===== src/rtl/gmem_pkg.sv =====
`default_nettype none

package gmem_pkg;

   localparam int DATA_W       = 32;
   localparam int BE_W         = DATA_W / 8;
   localparam int LINE_WORDS   = 4;
   localparam int LINE_WORDS_W = 2;
   localparam int LINE_ADDR_W  = 6;
   localparam int WORD_ADDR_W  = LINE_ADDR_W + LINE_WORDS_W;
   localparam int LINE_BE_W    = LINE_WORDS * BE_W;
   localparam int N_LINES      = 2 ** LINE_ADDR_W;
   localparam int N_RCV        = 4;
   localparam int N_RCV_W      = 2;
   localparam int RCV_HALF     = N_RCV / 2;
   localparam int PRI_W        = 3;
   localparam int PRI_CLASS_W  = 2;

   typedef logic [LINE_WORDS*DATA_W-1:0] line_t;

   typedef struct packed {
      logic                   rnw;
      logic [BE_W-1:0]        be;
      logic [WORD_ADDR_W-1:0] addr;
      logic [DATA_W-1:0]      wdata;
   } cu_req_t;

   typedef struct packed {
      logic [LINE_ADDR_W-1:0] line_addr;
      line_t                  data;
   } rd_resp_t;

   typedef struct packed {
      logic [WORD_ADDR_W-1:0] addr;
      logic [BE_W-1:0]        be;
      logic [DATA_W-1:0]      wdata;
      logic [PRI_W-1:0]       pri;
   } rcv_entry_t;

   typedef enum logic [2:0] {
      idle,
      read_line,
      req_write,
      wait_merge,
      write_line
   } rcv_state_e;

   typedef struct packed {
      logic [LINE_ADDR_W-1:0] line_addr;
      logic [LINE_BE_W-1:0]   be;
      line_t                  data;
   } line_wr_t;

   typedef struct packed {
      logic               found;
      logic [N_RCV_W-1:0] idx;
   } pick_t;

   // highest priority class first, highest index inside a class
   function automatic pick_t pick_rcv(input logic [N_RCV-1:0] want,
                                      input rcv_entry_t [N_RCV-1:0] ent);
      pick_t                  p;
      logic [PRI_CLASS_W-1:0] best;
      p    = '0;
      best = '0;
      for (int i = 0; i < N_RCV; i++) begin
         if (want[i] && (!p.found || ent[i].pri[PRI_W-1 -: PRI_CLASS_W] >= best)) begin
            p.found = 1'b1;
            p.idx   = N_RCV_W'(i);
            best    = ent[i].pri[PRI_W-1 -: PRI_CLASS_W];
         end
      end
      return p;
   endfunction

endpackage

`default_nettype wire


===== src/rtl/port_arbiter.sv =====
`default_nettype none

module port_arbiter import gmem_pkg::*; (
   input  wire logic                   clk,
   input  wire logic                   nrst,
   input  wire rcv_entry_t [N_RCV-1:0] rcv_entry_i,
   input  wire logic [N_RCV-1:0]       want_read_i,
   input  wire line_wr_t               wr_line_i,
   input  wire logic                   wr_valid_i,
   input  wire line_t                  ram_rdata_i,
   output logic [LINE_ADDR_W-1:0]      ram_addr_o,
   output logic [LINE_BE_W-1:0]        ram_we_o,
   output line_t                       ram_wdata_o,
   output logic [N_RCV-1:0]            rd_issued_o,
   output logic                        wr_commit_o,
   output logic                        wr_stall_o,
   output logic                        rd_ack_o,
   output rd_resp_t                    rd_resp_o
);

   pick_t                  rd_pick;
   logic [N_RCV-1:0]       last_rd_q;
   logic                   wr_go;
   logic                   rd_v_q;
   logic                   rd_ack_q;
   logic                   wr_commit_q;
   logic [LINE_BE_W-1:0]   ram_we_q;
   logic [LINE_ADDR_W-1:0] ram_addr_q;
   line_t                  ram_wdata_q;
   logic [LINE_ADDR_W-1:0] resp_line_q;

   always_comb begin
      rd_pick     = pick_rcv(want_read_i & ~last_rd_q, rcv_entry_i);
      rd_issued_o = '0;
      if (rd_pick.found) begin
         rd_issued_o[rd_pick.idx] = 1'b1;
      end
   end

   // reads own the port, the write pipe waits
   assign wr_go      = wr_valid_i && !rd_pick.found;
   assign wr_stall_o = wr_valid_i && rd_pick.found;

   always_ff @(posedge clk) begin
      if (nrst) begin
         last_rd_q   <= '0;
         rd_v_q      <= 1'b0;
         rd_ack_q    <= 1'b0;
         wr_commit_q <= 1'b0;
         ram_we_q    <= '0;
      end else begin
         last_rd_q   <= rd_issued_o;
         rd_v_q      <= rd_pick.found;
         rd_ack_q    <= rd_v_q;
         wr_commit_q <= wr_go;
         ram_we_q    <= wr_go ? wr_line_i.be : '0;
      end
   end

   always_ff @(posedge clk) begin
      if (rd_pick.found) begin
         ram_addr_q <= rcv_entry_i[rd_pick.idx].addr[WORD_ADDR_W-1 -: LINE_ADDR_W];
      end else begin
         ram_addr_q <= wr_line_i.line_addr;
      end
      ram_wdata_q <= wr_line_i.data;
      // line address follows the ram read latency
      resp_line_q <= ram_addr_q;
   end

   assign ram_addr_o  = ram_addr_q;
   assign ram_we_o    = ram_we_q;
   assign ram_wdata_o = ram_wdata_q;
   assign wr_commit_o = wr_commit_q;
   assign rd_ack_o    = rd_ack_q;

   always_comb begin
      rd_resp_o.line_addr = resp_line_q;
      rd_resp_o.data      = ram_rdata_i;
   end

endmodule

`default_nettype wire


===== config.mk =====
export PLATFORM = sky130hd
export DESIGN_NAME = port_arbiter
export DESIGN_NICKNAME = d
export VERILOG_FILES = /design/src/rtl/gmem_pkg.sv /design/src/rtl/port_arbiter.sv
export SDC_FILE = /design/constraint.sdc
export NUM_CORES = 1
export LEC_CHECK = 0
export ABC_CLOCK_PERIOD_IN_PS = 5800
export BUFFER_PORTS_ARGS = -buffer_cell sky130_fd_sc_hd__buf_4
export CAP_MARGIN = 20
export CORE_AREA = 2 2 296 298
export DETAILED_ROUTE_END_ITERATION = 6
export DIE_AREA = 0 0 298 300
export GPL_ROUTABILITY_DRIVEN = 0
export HOLD_SLACK_MARGIN = 0.15
export SLEW_MARGIN = 40
export SYNTH_ARGS = -nofsm -noshare
export SYNTH_HDL_FRONTEND = slang
export SYNTH_SLANG_ARGS = --single-unit

===== constraint.sdc =====
create_clock -name clk -period 5.8 [get_ports clk]
set_input_delay 0.58 -clock clk [delete_from_list [all_inputs] [get_ports clk]]
set_output_delay 0.58 -clock clk [all_outputs]
set_load 0.005 [all_outputs]

==> impl_metrics.json <==
{
  "status": "finished, final reports clean",
  "crit_start": "last_rd_q[0]",
  "clkPwrFrac": 0.417,
  "yosysWarnings": 0,
  "ctsResizeCount": 0,
  "layout-drive-gt1-share": 0.550,
  "irDropWorstVdd_v": 0.000213,
  "synth_cells": 397,
  "rsz0062_at_grt": "false",
  "finalHoldViolCount": 0,
  "min_path_type": "in -> reg",
  "io_buffers": 351,
  "rows": 108,
  "post-route-min-period_ns": 5.42,
  "initial_core_util": 0.0584,
  "whs_path_depth": 1,
  "seq_power_share": 0.431,
  "r2r_start": "last_rd_q[0]",
  "core_area_mm2": 0.0862,
  "ff2ff_setup_slack_ns": 0.96,
  "dr_total_vias": 4200,
  "track_usage": 0.0831,
  "nFillCells": 9912,
  "fin_tns_setup_ns": 0,
  "fmax_mhz": 185,
  "post-cts-setup-buffers": 0,
  "slew_headroom": 0.547,
  "required_ns": 5.22,
  "dpl.hpwl_um": 33200,
  "path_max_fanout": 7,
  "r2r-end": "ram_addr_o[3]",
  "setup_viol": 0,
  "seq_area_frac_synth": 0.649,
  "io-pin-count": 764,
  "placed_cell_area_mm2": 0.00816,
  "htree_levels": 4,
  "ant_nets": 0,
  "wire_per_inst_um": 19.8,
  "num-nets-final": 1197,
  "worstSetupStartpointType": "flop",
  "postSynthAreaPerCell_um2": 12.7,
  "cts_hold_buf": 80,
  "worstMarginPinSlew_ns": 0.675,
  "syn_to_final_growth_pct": 90.1,
  "whs_endpoint": "ram_wdata_o[41]",
  "setup_ws_ns": 0.383,
  "p_leak_nw": 4.03,
  "die_w_um": 298,
  "crit_path_end_kind": "output port",
  "grt_pass1_vias": 4436,
  "finalMaxSlewViolations": 0,
  "cts.reportedPaths.clkPinSlew_ns": 0.09,
  "final_area_mm2": 0.00957,
  "drt-initial-drc-count": 118,
  "worstRegToRegCells": 19,
  "crit_type": "reg -> out",
  "fp.dieH_um": 300,
  "viasPerCell": 2.22,
  "grt_overflow_total": 0,
  "numPlacedInstances": 1774,
  "synth_seq_cells": 163,
  "cts.path.max_buffers": 2,
  "dpl_worst_slack_ns": 0.599,
  "synth_area_mm2": 0.00503,
  "switching_share": 0.278,
  "skew_ns": 0.0246,
  "ys_types": 35,
  "cts_tree": "done",
  "synth_nets": 876,
  "combPwrFrac": 0.152,
  "finalCritPeriodShare": 0.934,
  "dieArea_mm2": 0.0894,
  "max_cap_violations": 0,
  "p_switching_uw": 793,
  "cts_buffers": 17,
  "drt_wl_total_um": 37500,
  "grt_first_pass_wirelength_um": 46100,
  "cts_root_buf": "clkbuf_16",
  "finalPower_mw": 2.86,
  "cts.sinks": 163,
  "antenna_found_initial": 26,
  "clk-insertion-delay-late_ns": 0.48,
  "grt_max_degree": 19,
  "drc": 0,
  "p_per_area_mw_per_mm2": 299,
  "final_cell_count_no_fill": 1894,
  "multi_input_area_um2": 741,
  "utilization": 0.111,
  "intPower_mw": 2.06,
  "firstDrtPassIters": 4,
  "min-delay-start": "wr_line_i[41]",
  "regArea_mm2": 0.00326,
  "crit_arrival_ns": 4.84,
  "fin_hold_ws_ns": 0.214
}
[area by class of cell]
cell class | count | share of cell area
Antenna cell | 8 | 0.00209
Clock buffer | 18 | 0.0449
Clock inverter | 14 | 0.0167
Inverter | 5 | 0.00196
Multi-Input combinational cell | 93 | 0.0774
Sequential cell | 163 | 0.341
Tap cell | 1155 | 0.151
Timing Repair Buffer | 438 | 0.365
[flip-flops by register name, summed over array words and instances, names as in the netlist]
register,flops
resp_line_q,6
ram_we_o,16
ram_addr_o,6
rd_ack_o,1
ram_wdata_o,128
wr_commit_o,1
last_rd_q,4
rd_v_q,1
[critical path, stage by stage, from the launching register on]
cell and delay (ns):
dfxtp_1 0.32, nand2b_4 0.18, nor2_1 0.14, ha_1 0.24, nand2b_1 0.18, a211oi_4 0.31
nor2_4 0.11, mux2_2 0.31, ha_1 0.27, nand2b_1 0.19, a221o_1 0.42, nand2_2 0.13
mux2_2 0.34, ha_1 0.26, nand2b_1 0.14, a21oi_1 0.18, a21o_1 0.18, inv_1 0.07
nor2_1 0.21, buf_4 0.18
[routing by layer]
metal  GRT usage  part of all wire
met5           0            0.0025
met4      0.0508             0.054
met3      0.0873              0.22
met2       0.120              0.41
met1      0.0695              0.32
[worst max-delay path by stage]
stage / to / slack [ns] / cells past startpoint
6_report: rd_issued_o[2] / 0.38 / 19
5_1_grt: rd_issued_o[2] / 0.007 / 19
4_1_cts: rd_issued_o[2] / 0.28 / 19
3_5_place_dp: rd_issued_o[2] / 0.60 / 20
3_3_place_gp: rd_issued_o[2] / 0.58 / 20
2_1_floorplan: rd_issued_o[0] / 0.86 / 19
[synth_stat cells]
master | count | area share
nand2_1 | 2 | 0.0015
mux2_4 | 1 | 0.0030
nand2_2 | 1 | 0.0012
a221oi_4 | 1 | 0.0052
and4_1 | 1 | 0.0017
inv_1 | 5 | 0.0037
nand3_2 | 1 | 0.0020
buf_4 | 129 | 0.19
a221o_1 | 7 | 0.014
a21oi_1 | 1 | 0.00099
nand2b_4 | 2 | 0.0055
o221ai_1 | 5 | 0.0087
mux2_2 | 2 | 0.0045
nor2_4 | 1 | 0.0022
nor2_1 | 8 | 0.0060
a211oi_4 | 1 | 0.0040
a211oi_1 | 5 | 0.0075
and3_1 | 2 | 0.0025
nor2b_1 | 4 | 0.0050
or3_1 | 1 | 0.0012
o21ai_0 | 1 | 0.00099
dfxtp_1 | 163 | 0.65
buf_6 | 3 | 0.0067
ha_1 | 6 | 0.015
and3b_1 | 1 | 0.0017
nand2b_1 | 6 | 0.0075
nor3_1 | 1 | 0.00099
nand3b_1 | 1 | 0.0015
nor4_1 | 1 | 0.0012
and2_1 | 18 | 0.022
a311oi_1 | 5 | 0.0087
nand3_1 | 5 | 0.0050
buf_2 | 4 | 0.0040
o31ai_1 | 1 | 0.0015
a21o_1 | 1 | 0.0015
[placed cells by master (no fill, tap or decap), drive strengths merged, types with 2 or more instances in the layout]
cell,count
buf,358
dfxtp,163
dlygate4sd3,80
and2,18
clkbuf,18
inv,13
nor2,9
diode,8
nand2b,8
a221o,7
ha,6
nand3,6
a211oi,6
o221ai,5
a311oi,5
nor2b,4
clkinv,4
mux2,3
nand2,3
and3,2
[kinds of logic after synthesis]
kind of cell,share of synthesized area
and+or+nand+nor,0.0691
muxes,0.00746
DFF,0.649
adders and majority gates,0.0149
AOI/OAI and AO/OA,0.0530
buffers and inverters,0.207
[power groups by stage]
stage / Combinational [mW] / Sequential, mW / Clock, mW
6_report: 0.435 / 1.23 / 1.19
5_1_grt: 0.477 / 1.24 / 1.31
4_1_cts: 0.452 / 1.23 / 1.28
3_5_place_dp: 0.398 / 1.26 / 0
3_3_place_gp: 0.396 / 1.26 / 0
2_1_floorplan: 0.157 / 1.25 / 0
Power figures use the tool's default switching activity.
