--- src/rtl/gmem_pkg.sv ---
`default_nettype none

package gmem_pkg;

   localparam int DATA_W       = 32;
   localparam int BE_W         = DATA_W / 8;
   localparam int LINE_WORDS   = 4;
   localparam int LINE_WORDS_W = 2;
   localparam int LINE_ADDR_W  = 6;
   localparam int WORD_ADDR_W  = LINE_ADDR_W + LINE_WORDS_W;
   localparam int LINE_BE_W    = LINE_WORDS * BE_W;
   localparam int N_LINES      = 2 ** LINE_ADDR_W;
   localparam int N_RCV        = 4;
   localparam int N_RCV_W      = 2;
   localparam int RCV_HALF     = N_RCV / 2;
   localparam int PRI_W        = 3;
   localparam int PRI_CLASS_W  = 2;

   typedef logic [LINE_WORDS*DATA_W-1:0] line_t;

   typedef struct packed {
      logic                   rnw;
      logic [BE_W-1:0]        be;
      logic [WORD_ADDR_W-1:0] addr;
      logic [DATA_W-1:0]      wdata;
   } cu_req_t;

   typedef struct packed {
      logic [LINE_ADDR_W-1:0] line_addr;
      line_t                  data;
   } rd_resp_t;

   typedef struct packed {
      logic [WORD_ADDR_W-1:0] addr;
      logic [BE_W-1:0]        be;
      logic [DATA_W-1:0]      wdata;
      logic [PRI_W-1:0]       pri;
   } rcv_entry_t;

   typedef enum logic [2:0] {
      idle,
      read_line,
      req_write,
      wait_merge,
      write_line
   } rcv_state_e;

   typedef struct packed {
      logic [LINE_ADDR_W-1:0] line_addr;
      logic [LINE_BE_W-1:0]   be;
      line_t                  data;
   } line_wr_t;

   typedef struct packed {
      logic               found;
      logic [N_RCV_W-1:0] idx;
   } pick_t;

   // highest priority class first, highest index inside a class
   function automatic pick_t pick_rcv(input logic [N_RCV-1:0] want,
                                      input rcv_entry_t [N_RCV-1:0] ent);
      pick_t                  p;
      logic [PRI_CLASS_W-1:0] best;
      p    = '0;
      best = '0;
      for (int i = 0; i < N_RCV; i++) begin
         if (want[i] && (!p.found || ent[i].pri[PRI_W-1 -: PRI_CLASS_W] >= best)) begin
            p.found = 1'b1;
            p.idx   = N_RCV_W'(i);
            best    = ent[i].pri[PRI_W-1 -: PRI_CLASS_W];
         end
      end
      return p;
   endfunction

endpackage

`default_nettype wire

--- src/rtl/receiver_pool.sv ---
`default_nettype none

module receiver_pool import gmem_pkg::*; (
   input  wire logic             clk,
   input  wire logic             nrst,
   input  wire logic [N_RCV-1:0] rcv_go_i,
   input  wire cu_req_t          req_held_i,
   input  wire logic [N_RCV-1:0] in_pipe_i,
   input  wire logic [N_RCV-1:0] will_write_i,
   input  wire logic [N_RCV-1:0] will_write_d_i,
   input  wire logic [N_RCV-1:0] rd_issued_i,
   input  wire logic             wr_commit_i,
   output logic      [N_RCV-1:0] rcv_idle_o,
   output rcv_entry_t [N_RCV-1:0] rcv_entry_o,
   output logic      [N_RCV-1:0] want_read_o,
   output logic      [N_RCV-1:0] want_write_o,
   output logic      [N_RCV-1:0] pend_data_o,
   output logic                  idle_o
);

   rcv_state_e               state [N_RCV];
   rcv_entry_t [N_RCV-1:0]   entry;

   always_ff @(posedge clk) begin
      if (nrst) begin
         for (int i = 0; i < N_RCV; i++) begin
            state[i] <= idle;
         end
      end else begin
         for (int i = 0; i < N_RCV; i++) begin
            case (state[i])
               idle: begin
                  if (rcv_go_i[i]) begin
                     state[i] <= req_held_i.rnw ? read_line : req_write;
                  end
               end
               read_line: begin
                  if (rd_issued_i[i]) begin
                     state[i] <= idle;
                  end
               end
               req_write: begin
                  // merged into another line before its own turn
                  if (will_write_i[i]) begin
                     state[i] <= write_line;
                  end else if (in_pipe_i[i]) begin
                     state[i] <= wait_merge;
                  end
               end
               wait_merge: begin
                  if (will_write_i[i]) begin
                     state[i] <= write_line;
                  end
               end
               write_line: begin
                  // wait until no later line in the pipe still holds our bytes
                  if (wr_commit_i && !will_write_d_i[i]) begin
                     state[i] <= idle;
                  end
               end
               default: begin
                  state[i] <= idle;
               end
            endcase
         end
      end
   end

   always_ff @(posedge clk) begin
      for (int i = 0; i < N_RCV; i++) begin
         if (state[i] == idle && rcv_go_i[i]) begin
            entry[i].addr  <= req_held_i.addr;
            entry[i].be    <= req_held_i.be;
            entry[i].wdata <= req_held_i.wdata;
            entry[i].pri   <= '0;
         end else if ((state[i] == read_line || state[i] == req_write) &&
                      entry[i].pri != '1) begin
            // aging while waiting for the port or the pipe
            entry[i].pri <= entry[i].pri + 1'b1;
         end
      end
   end

   always_comb begin
      for (int i = 0; i < N_RCV; i++) begin
         rcv_idle_o[i]   = (state[i] == idle);
         want_read_o[i]  = (state[i] == read_line);
         want_write_o[i] = (state[i] == req_write);
         pend_data_o[i]  = (state[i] == req_write) || (state[i] == wait_merge);
      end
   end

   assign rcv_entry_o = entry;

   // a dispatch in flight is not idle yet
   assign idle_o = (&rcv_idle_o) && !(|rcv_go_i);

endmodule

`default_nettype wire

--- config.mk ---
export PLATFORM = sky130hd
export DESIGN_NAME = receiver_pool
export DESIGN_NICKNAME = d
export VERILOG_FILES = /design/src/rtl/gmem_pkg.sv /design/src/rtl/receiver_pool.sv
export SDC_FILE = /design/constraint.sdc
export NUM_CORES = 1
export LEC_CHECK = 0
export ABC_AREA = 0
export BUFFER_PORTS_ARGS = -buffer_cell sky130_fd_sc_hd__buf_2
export CORE_ASPECT_RATIO = 0.5
export CORE_MARGIN = 2
export CORE_UTILIZATION = 40
export DETAILED_ROUTE_END_ITERATION = 10
export GPL_ROUTABILITY_DRIVEN = 0
export PLACE_DENSITY = 0.71
export SETUP_SLACK_MARGIN = 0.5
export SLEW_MARGIN = 20
export SYNTH_ARGS = -nofsm -noshare
export SYNTH_HDL_FRONTEND = slang
export SYNTH_SLANG_ARGS = --single-unit
export TNS_END_PERCENT = 100
--- constraint.sdc ---
create_clock -name clk -period 6.5 [get_ports clk]
set_input_delay 0.325 -clock clk [delete_from_list [all_inputs] [get_ports clk]]
set_output_delay 0.325 -clock clk [all_outputs]
set_load 0.01 [all_outputs]
==> results.json, run 1 <==
{
  "cap_violations": 0,
  "final_layout_size_suffix_gt1_frac": 0.488,
  "drc": 0,
  "post_dp_cell_area_um2": 8420,
  "synthFlopType": "edfxtp_1",
  "crit_path_end_kind": "flop",
  "first_pass_iters": 4,
  "fmax_ghz": 0.484,
  "cts_resized": 0,
  "cp_max_fo": 47,
  "cts_tree": "yes",
  "final_nets": 704,
  "dieHeight_um": 96.3,
  "cts_hold_buf": 0,
  "cts_made_buffers": 17,
  "synth_nets": 421,
  "start_util": 0.413,
  "antenna_cells": 0,
  "p_leak_nw": 3.62,
  "worstSetupPathType": "flop to flop",
  "cts_buffer_depth": 2,
  "area_growth_pct": 32.1,
  "fill_cells": 1365,
  "setup_ws_ps": 4430,
  "clock-sinks": 200,
  "antenna_found_initial": 0,
  "p_per_area_nw_per_um2": 464,
  "grt_max_degree": 48,
  "peakVddDrop_mv": 0.211,
  "synth.avg_cell_area_um2": 19.8,
  "ant_nets": 0,
  "synthDistinctLibCells": 36,
  "synth-seq-cells": 200,
  "clk_transition_reported_paths_ps": 80,
  "cp_data_required_time_ps": 6530,
  "avgViaCountPerCell": 4.67,
  "arrival_ps": 2100,
  "slew_headroom": 0.399,
  "post-cts-setup-buffers": 0,
  "synthArstFlopShare": 0,
  "finalCritPeriodShare": 0.318,
  "drt_wl_total_um": 15500,
  "fin_cells": 868,
  "grt-ovfl-total": 0,
  "hpwl_um": 10900,
  "setup_tns_ps": 0,
  "rsz0062_at_grt": "no",
  "drt_iter0_drc": 228,
  "hold_ws_ps": 125,
  "hold_class": "input port to flop",
  "synthCells": 345,
  "vias": 4056,
  "h-tree-depth": 4,
  "grt_pass1_vias": 3897,
  "portBuffers": 272,
  "slew_violations": 0,
  "worst_pin_slew_ps": 901,
  "min_period_ps": 2070,
  "synth_enable_flop_cells": 188,
  "hold_violations": 0,
  "seq_area_frac_synth": 0.863,
  "wl_per_cell_um": 17.8,
  "grt_pass1_wl_um": 22400,
  "die_w_um": 189,
  "coreArea_um2": 16500,
  "rows": 33,
  "track_usage": 0.166,
  "fin_worst_skew_ps": 10.6,
  "netlist_area_um2": 6820,
  "synth_warnings": 0,
  "fin_util": 0.545,
  "stdcell_area_um2": 9010,
  "ios": 273,
  "worstSkewPairLatency_ps": 420,
  "preCtsSetupSlack_ps": 4230,
  "clock-root-buffer": "clkbuf_16",
  "worstSetupStartpointType": "flop",
  "dieArea_um2": 18200,
  "status": "finished, final reports clean",
  "finalSetupViolCount": 0,
  "power.total_mw": 4.18,
  "dp.cells": 836
}
==> logic make-up after synthesis <==
logic type	share of synthesized area
XOR/XNOR	0.0103
AND/OR/NAND/NOR	0.0664
flip-flops	0.863
AO/OA/AOI/OAI	0.0352
buffers and inverters	0.0106
adder cells (fa/ha/maj)	0.0147
==> worst max-delay path, stage by stage (launching register included) <==
cell      delay (ps)
edfxtp_1         490
nor3_1           350
nand2_1          180
clkinv_2         630
==> report_power, final <==
part           total (mW)  internal [mW]  switching (mW)
registers            2.04           1.88           0.165
logic                1.12          0.386           0.733
clock network        1.02          0.515           0.501
total                4.18           2.78            1.40
==> cell type report <==
cell class                 instances  area [um^2]  share of cell area
clock inverter                    15          163              0.0181
clock buffer                      17          425              0.0472
sequential                       200         5890               0.653
tap                              227          284              0.0315
timing repair buffer             273         1370               0.152
multi-input combinational        132          863              0.0958
inverter                           4         18.8             0.00208
==> routing by layer <==
metal  vias up  wire length [um]  track usage
li1       1914                 -            -
met1      2031              6290        0.200
met2       103              8570        0.305
met3         8               527       0.0350
met4         0                85       0.0508
met5         -                 0            0
==> path summary, 6_finish.rpt <==
kind                                      start               end  slack [ps]  cells past startpoint
worst max-delay path                state[1][2]   rcv_entry_o[66]        4430                      3
worst min-delay path             req_held_i[33]  rcv_entry_o[181]         120                      1
worst max register to register      state[1][2]   rcv_entry_o[66]        4430                      3
worst min register to register  rcv_entry_o[48]   rcv_entry_o[48]         500                      2
==> cell usage in the layout (no fill, tap or decap), types with 8 or more instances in the layout <==
| cell type | n |
|---|---|
| dfxtp_1 | 12 |
| nor2b_1 | 16 |
| edfxtp_1 | 188 |
| buf_2 | 272 |
| nand3_1 | 11 |
| ha_1 | 8 |
| o21ai_0 | 19 |
| nand2_1 | 8 |
| a21oi_1 | 15 |
| clkbuf_16 | 17 |
==> registers in the layout, indices dropped and copies added, names as in the netlist <==
signal       count
state           12
rcv_entry_o    188
==> synthesized netlist by cell type, types with 5 or more instances <==
| cell | instances | area share |
|---|---|---|
| edfxtp_1 | 188 | 0.83 |
| ha_1 | 8 | 0.015 |
| o21ai_0 | 19 | 0.014 |
| dfxtp_1 | 12 | 0.035 |
| a21oi_1 | 15 | 0.011 |
| nor2b_1 | 16 | 0.015 |
| nand3_1 | 11 | 0.0081 |
| buf_2 | 7 | 0.0051 |
| nor2_1 | 7 | 0.0039 |
| nor4b_1 | 5 | 0.0064 |
| nand2_1 | 8 | 0.0044 |
No activity file was read; power rests on OpenSTA's default activity.
==> inputs of run 2 (changes only) <==
--- a/config.mk
+++ b/config.mk
@@ -12,7 +12,7 @@
 export CORE_UTILIZATION = 40
 export DETAILED_ROUTE_END_ITERATION = 10
 export GPL_ROUTABILITY_DRIVEN = 0
-export PLACE_DENSITY = 0.71
+export PLACE_DENSITY = 0.74
 export SETUP_SLACK_MARGIN = 0.5
 export SLEW_MARGIN = 20
 export SYNTH_ARGS = -nofsm -noshare
==> constraint.sdc (replaced) <==
create_clock -name clk -period 1.8 [get_ports clk]
set_input_delay 0.09 -clock clk [delete_from_list [all_inputs] [get_ports clk]]
set_output_delay 0.09 -clock clk [all_outputs]
set_load 0.01 [all_outputs]
==> run 2 against run 1 <==
  * Cell area rose by 28%
  * Cell count is 18% higher
  * Largest power group is now combinational logic
  * Setup slack lost 4300 ps
==> results.json, run 2 (synthesized netlist as in run 1, its figures left out) <==
{
  "fin_util": 0.698,
  "hold_ws_ps": 21.1,
  "p_leak_nw": 4.70,
  "fin_cells": 1023,
  "clock-root-buffer": "clkbuf_16",
  "setup_tns_ps": 0,
  "ios": 273,
  "worstSkewPairLatency_ps": 420,
  "grtUsageMet2": 0.369,
  "die_w_um": 189,
  "p_clk_frac": 0.187,
  "slew_headroom": 0.714,
  "grtUsageMet1": 0.247,
  "final_cell_mix": "buf_2, edfxtp_1, dlygate4sd3_1",
  "portBuffers": 272,
  "cp_data_required_time_ps": 1710,
  "start_util": 0.413,
  "peakVddDrop_mv": 0.858,
  "crit_path_end_kind": "output port",
  "dp.cells": 850,
  "grt_max_degree": 27,
  "drt_wl_total_um": 21000,
  "first_pass_iters": 4,
  "dieArea_um2": 18200,
  "worstSetupPathType": "flop to output port",
  "status": "finished, final reports clean",
  "p_per_area_nw_per_um2": 1750,
  "final_common_cell": "buf_2",
  "cp_max_fo": 6,
  "hold_class": "input port to flop",
  "hpwl_um": 11100,
  "finalSetupViolCount": 0,
  "largest_reg_flops": 188,
  "clk_transition_reported_paths_ps": 70,
  "fin_worst_skew_ps": 9.53,
  "track_usage": 0.203,
  "p_seq_frac": 0.360,
  "area_growth_pct": 69.0,
  "busiest_layer": "met2",
  "ant_nets": 0,
  "avgViaCountPerCell": 4.85,
  "antenna_found_initial": 0,
  "intPower_mw": 13.5,
  "cts_tree": "yes",
  "drt_iter0_drc": 196,
  "final_nets": 859,
  "worstSetupStartpointType": "flop",
  "switching_share": 0.331,
  "vias": 4958,
  "antenna_cells": 0,
  "arrival_ps": 1600,
  "h-tree-depth": 4,
  "final_layout_size_suffix_gt1_frac": 0.616,
  "rows": 33,
  "slew_violations": 0,
  "cts_buffer_depth": 2,
  "worstRegToRegCells": 4,
  "grt-ovfl-total": 0,
  "combPwrFrac": 0.453,
  "dieHeight_um": 96.3,
  "finalCritPeriodShare": 0.938,
  "cts_made_buffers": 17,
  "grt_pass1_wl_um": 27000,
  "fill_cells": 1076,
  "worst_pin_slew_ps": 428,
  "hold_violations": 0,
  "grt_pass1_vias": 4705,
  "hold_depth": 2,
  "power.switching_mw": 6.67,
  "clock-sinks": 200,
  "rsz0062_at_grt": "yes",
  "coreArea_um2": 16500,
  "fmax_ghz": 0.592,
  "wl_per_cell_um": 20.5,
  "drc": 0,
  "min_period_ps": 1690,
  "met3_usage": 0.0321,
  "cap_violations": 0
}
==> run 2: through the flow <==
step | area (um^2) | worst slack (ps) | total power, mW
detailed placement | 8730 | 213 | 12.3
global route | 11500 | 18.8 | 21.0
floorplan | 7000 | -760 | 10.0
CTS | 10800 | 152 | 18.4
global placement | 8730 | 271 | 12.1
finish | 11500 | 111 | 20.2
==> run 2: final timing paths <==
| kind | start | slack (ps) | to |
|---|---|---|---|
| setup / recovery | state[1][2] | 110 | want_write_o[1] |
| hold / removal | will_write_i[3] | 20 | state[3][2] |
| setup reg to reg | state[3][2] | 140 | rcv_entry_o[155] |
| hold reg to reg | rcv_entry_o[48] | 500 | rcv_entry_o[48] |
==> run 2: layer usage <==
layer  routed length [um]  vias to the layer above
li1                     -                     2244
met1                 8700                     2518
met2                11000                      163
met3                  805                       33
met4                  469                        0
met5                    0                        -
==> run 2: final cells by class <==
| type | instances | area (um^2) | share of cell area |
|---|---|---|---|
| Multi-Input combinational cell | 132 | 1320 | 0.115 |
| Clock buffer | 17 | 425 | 0.0369 |
| Clock inverter | 15 | 160 | 0.0139 |
| Sequential cell | 200 | 5890 | 0.511 |
| Timing Repair Buffer | 428 | 3420 | 0.296 |
| Inverter | 4 | 26.3 | 0.00228 |
| Tap cell | 227 | 284 | 0.0246 |
==> run 2: timing repair <==
| item | CTS | global route |
|---|---|---|
| setup buffers | 56 | 16 |
| hold buffers | 44 | 0 |
| gates resized for setup | 71 | 67 |
| endpoints found under the hold margin | 176 | 0 |
| setup endpoints to repair | 222 | 226 |
| pin swaps | 20 | 21 |
| gates cloned | 12 | 13 |
==> run 2: critical path: stages (launching register included) <==
cell and delay [ps]:
edfxtp_1 460, buf_4 170, buf_6 130, nor2b_4 120
nor2b_2 160, buf_4 140
==> run 2: power by group through the flow <==
| stage | clock network (mW) | registers [mW] | logic (mW) |
|---|---|---|---|
| global route | 3.97 | 7.39 | 9.61 |
| CTS | 3.81 | 7.23 | 7.39 |
| global placement | 0 | 7.29 | 4.77 |
| detailed placement | 0 | 7.36 | 4.91 |
| floorplan | 0 | 7.88 | 2.16 |
| finish | 3.76 | 7.27 | 9.15 |
