[src/rtl/gmem_pkg.sv]
`default_nettype none

package gmem_pkg;

   localparam int DATA_W       = 32;
   localparam int BE_W         = DATA_W / 8;
   localparam int LINE_WORDS   = 4;
   localparam int LINE_WORDS_W = 2;
   localparam int LINE_ADDR_W  = 6;
   localparam int WORD_ADDR_W  = LINE_ADDR_W + LINE_WORDS_W;
   localparam int LINE_BE_W    = LINE_WORDS * BE_W;
   localparam int N_LINES      = 2 ** LINE_ADDR_W;
   localparam int N_RCV        = 4;
   localparam int N_RCV_W      = 2;
   localparam int RCV_HALF     = N_RCV / 2;
   localparam int PRI_W        = 3;
   localparam int PRI_CLASS_W  = 2;

   typedef logic [LINE_WORDS*DATA_W-1:0] line_t;

   typedef struct packed {
      logic                   rnw;
      logic [BE_W-1:0]        be;
      logic [WORD_ADDR_W-1:0] addr;
      logic [DATA_W-1:0]      wdata;
   } cu_req_t;

   typedef struct packed {
      logic [LINE_ADDR_W-1:0] line_addr;
      line_t                  data;
   } rd_resp_t;

   typedef struct packed {
      logic [WORD_ADDR_W-1:0] addr;
      logic [BE_W-1:0]        be;
      logic [DATA_W-1:0]      wdata;
      logic [PRI_W-1:0]       pri;
   } rcv_entry_t;

   typedef enum logic [2:0] {
      idle,
      read_line,
      req_write,
      wait_merge,
      write_line
   } rcv_state_e;

   typedef struct packed {
      logic [LINE_ADDR_W-1:0] line_addr;
      logic [LINE_BE_W-1:0]   be;
      line_t                  data;
   } line_wr_t;

   typedef struct packed {
      logic               found;
      logic [N_RCV_W-1:0] idx;
   } pick_t;

   // highest priority class first, highest index inside a class
   function automatic pick_t pick_rcv(input logic [N_RCV-1:0] want,
                                      input rcv_entry_t [N_RCV-1:0] ent);
      pick_t                  p;
      logic [PRI_CLASS_W-1:0] best;
      p    = '0;
      best = '0;
      for (int i = 0; i < N_RCV; i++) begin
         if (want[i] && (!p.found || ent[i].pri[PRI_W-1 -: PRI_CLASS_W] >= best)) begin
            p.found = 1'b1;
            p.idx   = N_RCV_W'(i);
            best    = ent[i].pri[PRI_W-1 -: PRI_CLASS_W];
         end
      end
      return p;
   endfunction

endpackage

`default_nettype wire

[src/rtl/cu_intake.sv]
`default_nettype none

module cu_intake import gmem_pkg::*; (
   input  wire logic             clk,
   input  wire logic             nrst,
   input  wire logic             cu_req_i,
   input  wire cu_req_t          cu_req_data_i,
   output logic                  cu_ack_o,
   input  wire logic [N_RCV-1:0] rcv_idle_i,
   output logic      [N_RCV-1:0] rcv_go_o,
   output cu_req_t               req_held_o
);

   logic             req_q;
   cu_req_t          data_q;
   logic             ack_q;
   logic             half_q;
   logic [N_RCV-1:0] go_n;
   logic             dispatch;

   // lowest idle receiver in the current half
   always_comb begin
      go_n = '0;
      for (int j = RCV_HALF - 1; j >= 0; j--) begin
         if (rcv_idle_i[int'(half_q) * RCV_HALF + j]) begin
            go_n = '0;
            go_n[int'(half_q) * RCV_HALF + j] = 1'b1;
         end
      end
   end

   assign dispatch = req_q && !ack_q && (|go_n);

   always_ff @(posedge clk) begin
      if (nrst) begin
         req_q    <= 1'b0;
         ack_q    <= 1'b0;
         half_q   <= 1'b0;
         rcv_go_o <= '0;
      end else begin
         req_q    <= cu_req_i;
         half_q   <= ~half_q;
         rcv_go_o <= '0;
         if (ack_q) begin
            // release phase
            if (!cu_req_i) begin
               ack_q <= 1'b0;
            end
         end else if (dispatch) begin
            rcv_go_o <= go_n;
            ack_q    <= 1'b1;
         end
      end
   end

   always_ff @(posedge clk) begin
      data_q <= cu_req_data_i;
      if (dispatch) begin
         req_held_o <= data_q;
      end
   end

   assign cu_ack_o = ack_q;

endmodule

`default_nettype wire

[config.mk]
export PLATFORM = sky130hd
export DESIGN_NAME = cu_intake
export DESIGN_NICKNAME = d
export VERILOG_FILES = /design/src/rtl/gmem_pkg.sv /design/src/rtl/cu_intake.sv
export SDC_FILE = /design/constraint.sdc
export NUM_CORES = 1
export LEC_CHECK = 0
export ABC_AREA = 0
export BUFFER_PORTS_ARGS = -buffer_cell sky130_fd_sc_hd__buf_2
export CAP_MARGIN = 10
export CORE_MARGIN = 2
export CORE_UTILIZATION = 41
export CTS_CLUSTER_DIAMETER = 40
export DETAILED_ROUTE_END_ITERATION = 10
export PLACE_DENSITY_LB_ADDON = 0.1
export RECOVER_POWER = 100
export SYNTH_ARGS = -nofsm -noshare
export SYNTH_HDL_FRONTEND = slang
export SYNTH_SLANG_ARGS = --single-unit
[constraint.sdc]
create_clock -name clk -period 4.4 [get_ports clk]
set_input_delay 0.22 -clock clk [delete_from_list [all_inputs] [get_ports clk]]
set_output_delay 0.22 -clock clk [all_outputs]
set_load 0.02 [all_outputs]
==> results.toml, run 1 <==
[status]
status = "finished, final reports clean"

[finish]
antenna_cells = 0
final_util_pct = 62.2
fin_nets = 321
final_cell_mix = "clkbuf_1, dfxtp_1, buf_2"
syn2layout_area_growth_pct = 47.5
final_common_cell = "clkbuf_1"
drive_gt1_share_pct = 24.1
stdcell_count = 349

[setup_path]
crit_start = "half_q"
cp.required_ps = 4380
ff2ff_path_depth = 3
crit_fanout = 45
r2r-start = "half_q"
worstSetupPathType = "register to register"
worstPathArrival_ps = 1590
endpoint_kind = "register"
critPathLaunchType = "register"

[logic_synthesis]
synthesis.instances = 111
synth_area_leaders = "edfxtp_1, dfxtp_1, nand3b_1"
synth.avg_cell_area_um2 = 22.5
yosys_warnings = 0
syn-num-nets = 163
yosysTopAreaCellShare_pct = 54.1
ys_ff_latch = 97
synth_cell_types = 12
synth_area_um2 = 2500
ys_seq_area_share_pct = 95.7
yosysTopAreaCell = "edfxtp_1"

[drt]
first_iter_violations = 39
first_pass_iters = 4
vias = 1431
ant_nets = 0
wire_per_inst_um = 12.8
vias_per_cell = 4.10
wl_um = 4480
drc = 0

[sta]
fin_skew_ps = 10.3
slew_headroom_pct = 61.7
rsz0062_at_grt = "no"
finalSetupViolCount = 0
period_needed_ps = 1610
fin_setup_tns_ps = 0
hold_violations = 0
worst-slew-pin-transition_ps = 575
fin_crit_sh_pct = 36.7
drv_slew = 0
fmax_mhz = 620
setup_slack_ps = 2790

[placed_design]
dp.cells = 288
gp_congestion = 0.747
port_buffers = 101
post-place-ws_ps = 2790
hpwl_um = 2850

[power_and_ir_drop]
ir_worst_vdd_mv = 0.252
totalPowerFinal_uw = 1640
p_per_area_nw_per_um2 = 445
p_leak_uw = 0.00143

[cts]
clk_path_buf_depth = 2
numCtsBuffers = 9
clk_pin_slew_ps = 90
cts-resized-gates = 0
cts_tree = "built"
htree_levels = 3
cts-root-buf = "clkbuf_8"
clock-sinks = 97
clk_latency_ps = 340

[floorplanning]
dieArea_um2 = 6730
rows = 28
start_util_pct = 42.2
fp.dieW_um = 82.1
core-area_um2 = 5920
ios = 102
die_y_um = 82.1

[global_route]
grt_pass1_vias = 1481
grt_use_total_pct = 13.6
overflow = 0
grt_pass1_wl_um = 6440
antenna_found_initial = 0
grt_max_degree = 46

[flow_run]
cap_violations = 0

[min_path]
holdPathStages = 2
hp-class = "input port to register"
worstHoldStart = "rcv_idle_i[0]"
==> kinds of logic (layout without fill, tap and decap cells) <==
group                  count (synthesis)  after routing  synth area share, %
DFF                                   97             97                 95.7
and+or+nand+nor                       13             13                 3.96
buffers and inverters                  0            163                    0
AOI/OAI and AO/OA                      1              1                0.301
==> report_power, final <==
part	switching, uW	internal [uW]	total [uW]
Sequential	12.3	989	1000
Clock	278	255	533
Combinational	52.8	51.5	104
Total	343	1300	1640
==> sequential cells by signal, summed over array words and instances, names as in the netlist <==
register    flops
half_q          1
data_q         45
cu_ack_o        1
rcv_go_o        4
req_held_o     45
req_q           1
==> worst max-delay path, cell delays in order (launching register included) <==
cell,delay [ps]
dfxtp_1,380
nor3b_1,180
nor3_2,170
buf_4,500
==> through the flow <==
stage,cell area (um2),hold WS [ps]
finish,3680,71.1
global route,3680,55.0
CTS,3750,50.2
detailed placement,3110,324
global placement,3110,323
floorplan,2500,248
==> synthesized netlist by cell type <==
master and n:
o31ai_1 1, and4bb_1 1, nand3b_1 2, nor3b_1 2, nor3_1 2, nand2b_1 1
dfxtp_1 52, nor4b_2 1, nor2b_1 1, nor2_1 2, or3b_4 1, edfxtp_1 45
==> final timing paths <==
| kind | to | slack, ps |
|---|---|---|
| worst max-delay path | req_held_o[28] | 2790 |
| worst min register to register | req_held_o[10] | 410 |
| worst min-delay path | rcv_go_o[1] | 70 |
| worst max register to register | req_held_o[28] | 2790 |
==> routing by layer <==
layer | part of all wire [%] | track usage (%)
met5 | 0 | 0
met4 | 2.6 | 9.67
met3 | 7.1 | 4.62
met2 | 50 | 23.4
met1 | 40 | 13.8
==> layout make-up <==
cell class,count,area [um2]
timing repair buffer,147,898
fill,479,2240
tap,75,93.8
clock buffer,12,166
clock inverter,4,25.0
multi-input combinational,14,109
sequential,97,2390
==> what timing repair did <==
item / in CTS / in global routing
endpoints found under the hold margin: 45 / 0
buffers inserted: 0 / 0
hold buffers: 45 / 0
No activity file was read; power rests on OpenSTA's default activity.
==> run 2: changes to the inputs <==
Clock period 4.4 ns to 1.4 ns, I/O delays scaled along.
==> run 2 against run 1 <==
First-iteration DRC count is 41% higher; worst setup slack got worse by 2700 ps; critical path depth is the same; final cell count is 1.1% higher; hold slack got worse by 59 ps; count of clock-buffer cells in the layout decreased by 3; total power rose to 3.2 times the previous value; design area grew 2.3%; largest power group unchanged.
==> results.toml, run 2 (synthesized netlist as in run 1, its figures left out) <==
[status]
status = "finished, final reports clean"

[drt]
vias = 1479
first_iter_violations = 55
ant_nets = 0
wire_per_inst_um = 12.9
wl_um = 4560
vias_per_cell = 4.19
first_pass_iters = 5
drc = 0

[finish]
final_cell_mix = "clkbuf_1, dfxtp_1, dlygate4sd3_1"
largestRegisters = "data_q (45), req_held_o (45), rcv_go_o (4)"
fillers = 484
stdcell_count = 353
drive_gt1_share_pct = 25.2
antenna_cells = 0
syn2layout_area_growth_pct = 50.9
final_common_cell = "clkbuf_1"
fin_nets = 326
fin_area_um2 = 3770

[sta]
finalSetupViolCount = 0
fin_skew_ps = 10.5
fin_crit_sh_pct = 95.0
worst-slew-pin-transition_ps = 452
period_needed_ps = 1330
hold_violations = 0
fmax_mhz = 752
drv_slew = 0
rsz0062_at_grt = "no"
slew_headroom_pct = 69.6

[placed_design]
placed_cell_area_um2 = 3170
gp_congestion = 0.718
dp.cells = 289
port_buffers = 101
hpwl_um = 3010

[floorplanning]
dieArea_um2 = 6730
ios = 102
core-area_um2 = 5920
start_util_pct = 42.2
rows = 28
fp.dieW_um = 82.1
die_y_um = 82.1

[power_and_ir_drop]
p_per_area_nw_per_um2 = 1380
totalPowerFinal_uw = 5210
p_leak_uw = 0.00145
ir_worst_vdd_mv = 0.766

[setup_path]
critPathLaunchType = "register"
r2r-start = "half_q"
worstPathArrival_ps = 1380
endpoint_kind = "register"
ff2ff_path_depth = 3
crit_fanout = 22
ff2ff_setup_slack_ps = 70
r2r_end = "req_held_o[25]"
crit_path_cell_trace = "nor3b_2 > nor3_4 > buf_12"
cp_slowest_cell = "dfxtp_2"
cpPeakStageDelay_ps = 350
worstSetupPathType = "register to register"
critPathBufInv = 1
cp.required_ps = 1450
cpLargestDelayFamily = "simple AND/OR/NAND/NOR gates"

[cts]
clock-sinks = 97
clk_latency_ps = 340
cts-root-buf = "clkbuf_8"
cts-resized-gates = 0
clk_path_buf_depth = 2
numCtsBuffers = 9
cts_tree = "built"
clk_pin_slew_ps = 80
post_cts_buffers = 0
htree_levels = 3

[global_route]
grt_pass1_vias = 1486
grt_use_total_pct = 13.8
grt_pass1_wl_um = 6560
overflow = 0
antenna_found_initial = 0
grt_max_degree = 24

[min_path]
hold_end = "rcv_go_o[1]"
worstHoldStart = "rcv_idle_i[1]"
hp-class = "input port to register"
holdPathStages = 2

[flow_run]
cap_violations = 0
[run 2: cell types whose count changed in the layout (fill, tap and decap cells not counted), sizes merged]
cell | before | now
clkbuf | 64 | 62
bufinv | 0 | 1
clkinvlp | 1 | 2
dlygate4sd3 | 45 | 49
[run 2: per-stage QoR]
| stage | util [%] | setup TNS, ps | setup slack (ps) | hold slack (ps) |
|---|---|---|---|---|
| 2_1_floorplan | - | -29220 | -649 | 97.7 |
| 3_3_place_gp | 53.6 | 0 | 93.7 | 173 |
| 3_5_place_dp | 53.6 | 0 | 78.9 | 174 |
| 4_1_cts | 65.1 | 0 | 70.8 | 3.09 |
| 5_1_grt | 63.7 | 0 | 18.0 | -9.64 |
| 6_report | 63.7 | 0 | 69.6 | 11.7 |
[run 2: report_power, final]
group | internal (uW) | total [uW] | switching (uW) | leakage [uW]
Combinational | 183 | 357 | 174 | 0.000505
Clock | 821 | 1700 | 881 | 0.0000917
Sequential | 3110 | 3150 | 39.4 | 0.000854
Total | 4110 | 5210 | 1090 | 0.00145
[run 2: per-layer routing]
metal  track usage, %  vias to the layer above  share of wire, %  routed length (um)
met2             23.7                       61                52                2360
met5                0                        -                 0                   0
met4             8.83                        0               1.5                  68
li1                 -                      725                 -                   -
met1             14.6                      685                40                1820
met3             4.29                        8               6.9                 313
[run 2: worst max path at each step]
stage / startpoint / to / slack [ps] / cells after the start
finish: half_q / req_held_o[25] / 70 / 3
global route: half_q / req_held_o[37] / 20 / 3
CTS: half_q / req_held_o[16] / 70 / 3
detailed placement: half_q / req_held_o[6] / 80 / 3
global placement: half_q / req_held_o[36] / 90 / 3
floorplan: cu_ack_o / req_held_o[0] / -650 / 2
[run 2: what timing repair did]
action,CTS,global route
hold buffers,49,0
hold endpoints to repair,50,0
endpoints found under the setup margin,0,0
[run 2: cell type report]
class / instances / area, um2 / share of cell area (%)
clock buffer: 9 / 124 / 3.28
sequential: 97 / 2390 / 63.5
timing repair buffer: 152 / 970 / 25.7
clock inverter: 6 / 67.6 / 1.79
tap: 75 / 93.8 / 2.49
multi-input combinational: 14 / 121 / 3.22
==> run 3: changes to the inputs <==
==> constraint.sdc (replaced) <==
create_clock -name clk -period 1.4 [get_ports clk]
set_input_delay 0.21 -clock clk [delete_from_list [all_inputs] [get_ports clk]]
set_output_delay 0.21 -clock clk [all_outputs]
set_load 0.02 [all_outputs]
==> run 3 against run 2 <==
Clock skew is 1.7 ps lower; count of clock-buffer cells in the layout up 2; total power grew 0.30%; global-route usage decreased by 0.68 points; sequential cell count unchanged; first-iteration DRC count is 1.8% lower; largest cell class unchanged.
==> results.toml, run 3 (synthesized netlist as in run 1, its figures left out) <==
[status]
status = "finished, final reports clean"

[drt]
first_pass_iters = 4
first_iter_violations = 54
drc = 0
wl_um = 4340
vias_per_cell = 4.05
wire_per_inst_um = 12.4
vias = 1418
ant_nets = 0

[global_route]
grt_pass1_vias = 1454
grt_util_met1_pct = 13.6
grt_pass1_wl_um = 6270
antenna_found_initial = 0
overflow = 0
met3_usage_pct = 6.37
met2_usage_pct = 23.3
top_usage_layer = "met2"
grt_max_degree = 24
grt_use_total_pct = 13.1

[sta]
rsz0062_at_grt = "no"
fin_skew_ps = 8.75
slew_headroom_pct = 68.4
fin_crit_sh_pct = 94.7
period_needed_ps = 1330
fmax_mhz = 754
hold_violations = 0
finalSetupViolCount = 0
drv_slew = 0
worst-slew-pin-transition_ps = 470

[finish]
multiInputGateArea_um2 = 134
final_cell_mix = "buf_2, dfxtp_1, clkbuf_1"
final_util_pct = 63.5
fin_nets = 322
syn2layout_area_growth_pct = 50.5
final_common_cell = "buf_2"
fillers = 472
drive_gt1_share_pct = 27.3
largestRegisters = "data_q (45), req_held_o (45), rcv_go_o (4)"
seqCellArea_um2 = 2390
fin_area_um2 = 3760
antenna_cells = 0

[cts]
clk_pin_slew_ps = 90
clk_path_buf_depth = 2
clock-sinks = 97
cts_tree = "built"
cts-root-buf = "clkbuf_8"
numCtsBuffers = 9
post_cts_buffers = 0
htree_levels = 3
clk_latency_ps = 340

[placed_design]
gp_congestion = 0.724
placed_cell_area_um2 = 3170
port_buffers = 101

[power_and_ir_drop]
ir_worst_vdd_mv = 0.900
p_per_area_nw_per_um2 = 1390
p_leak_uw = 0.00146
totalPowerFinal_uw = 5220

[setup_path]
worstSetupPathType = "register to register"
r2r-start = "half_q"
cp.required_ps = 1450
crit_start = "half_q"
endpoint_kind = "register"
ff2ff_setup_slack_ps = 70
worstPathArrival_ps = 1370
crit_fanout = 22
critPathLaunchType = "register"

[floorplanning]
fp.dieW_um = 82.1
start_util_pct = 42.2
ios = 102
die_y_um = 82.1
core-area_um2 = 5920
rows = 28
dieArea_um2 = 6730

[min_path]
worstHoldStart = "nrst"
hp-class = "input port to register"

[flow_run]
cap_violations = 0
## run 3: cell types whose count changed in the layout (fill, tap and decap cells not counted), sizes merged
cell,change
dlygate4sd3,-4
bufinv,-1
clkbuf,-1
buf,+3
clkinvlp,-1
inv,+1
## run 3: path summary, 6_finish.rpt
| path | end | cells past startpoint |
|---|---|---|
| setup / recovery | req_held_o[34] | 3 |
| hold / removal | half_q | 2 |
| setup reg to reg | req_held_o[34] | 3 |
| hold reg to reg | req_held_o[15] | 0 |
## run 3: worst max-delay path: stages (launching register included)
cell and delay, ps:
dfxtp_2 360, nor3b_4 170, nor3_4 280, buf_12 210
## run 3: stage by stage
step                setup TNS (ps)  cells  hold slack [ps]  setup WS [ps]
floorplan                   -29220    111              238           -649
global placement                 0    289              313           93.8
detailed placement               0    289              314           82.5
CTS                              0    350             34.8           55.7
global route                     0    350             34.2           2.15
finish                           0    350             54.1           73.6
## run 3: routing by layer
layer  up-vias  part of all wire (%)
li1        715                     -
met1       637                    39
met2        62                    51
met3         4                   8.7
met4         0                  0.87
met5         -                     0
## run 3: cell type report
| type | instances | area share (%) |
|---|---|---|
| Clock buffer | 11 | 4.32 |
| Clock inverter | 5 | 1.13 |
| Multi-Input combinational cell | 14 | 3.56 |
| Sequential cell | 97 | 63.7 |
| Tap cell | 75 | 2.50 |
| Timing Repair Buffer | 148 | 24.8 |
## run 3: power by group
part	switching, uW	internal [uW]
registers	39.2	3110
clock network	905	821
logic	170	179
total	1110	4110
## run 3: timing repair
action                    CTS  global route
resized for setup           0             0
hold endpoints to repair   45             0
hold buffers               45             0
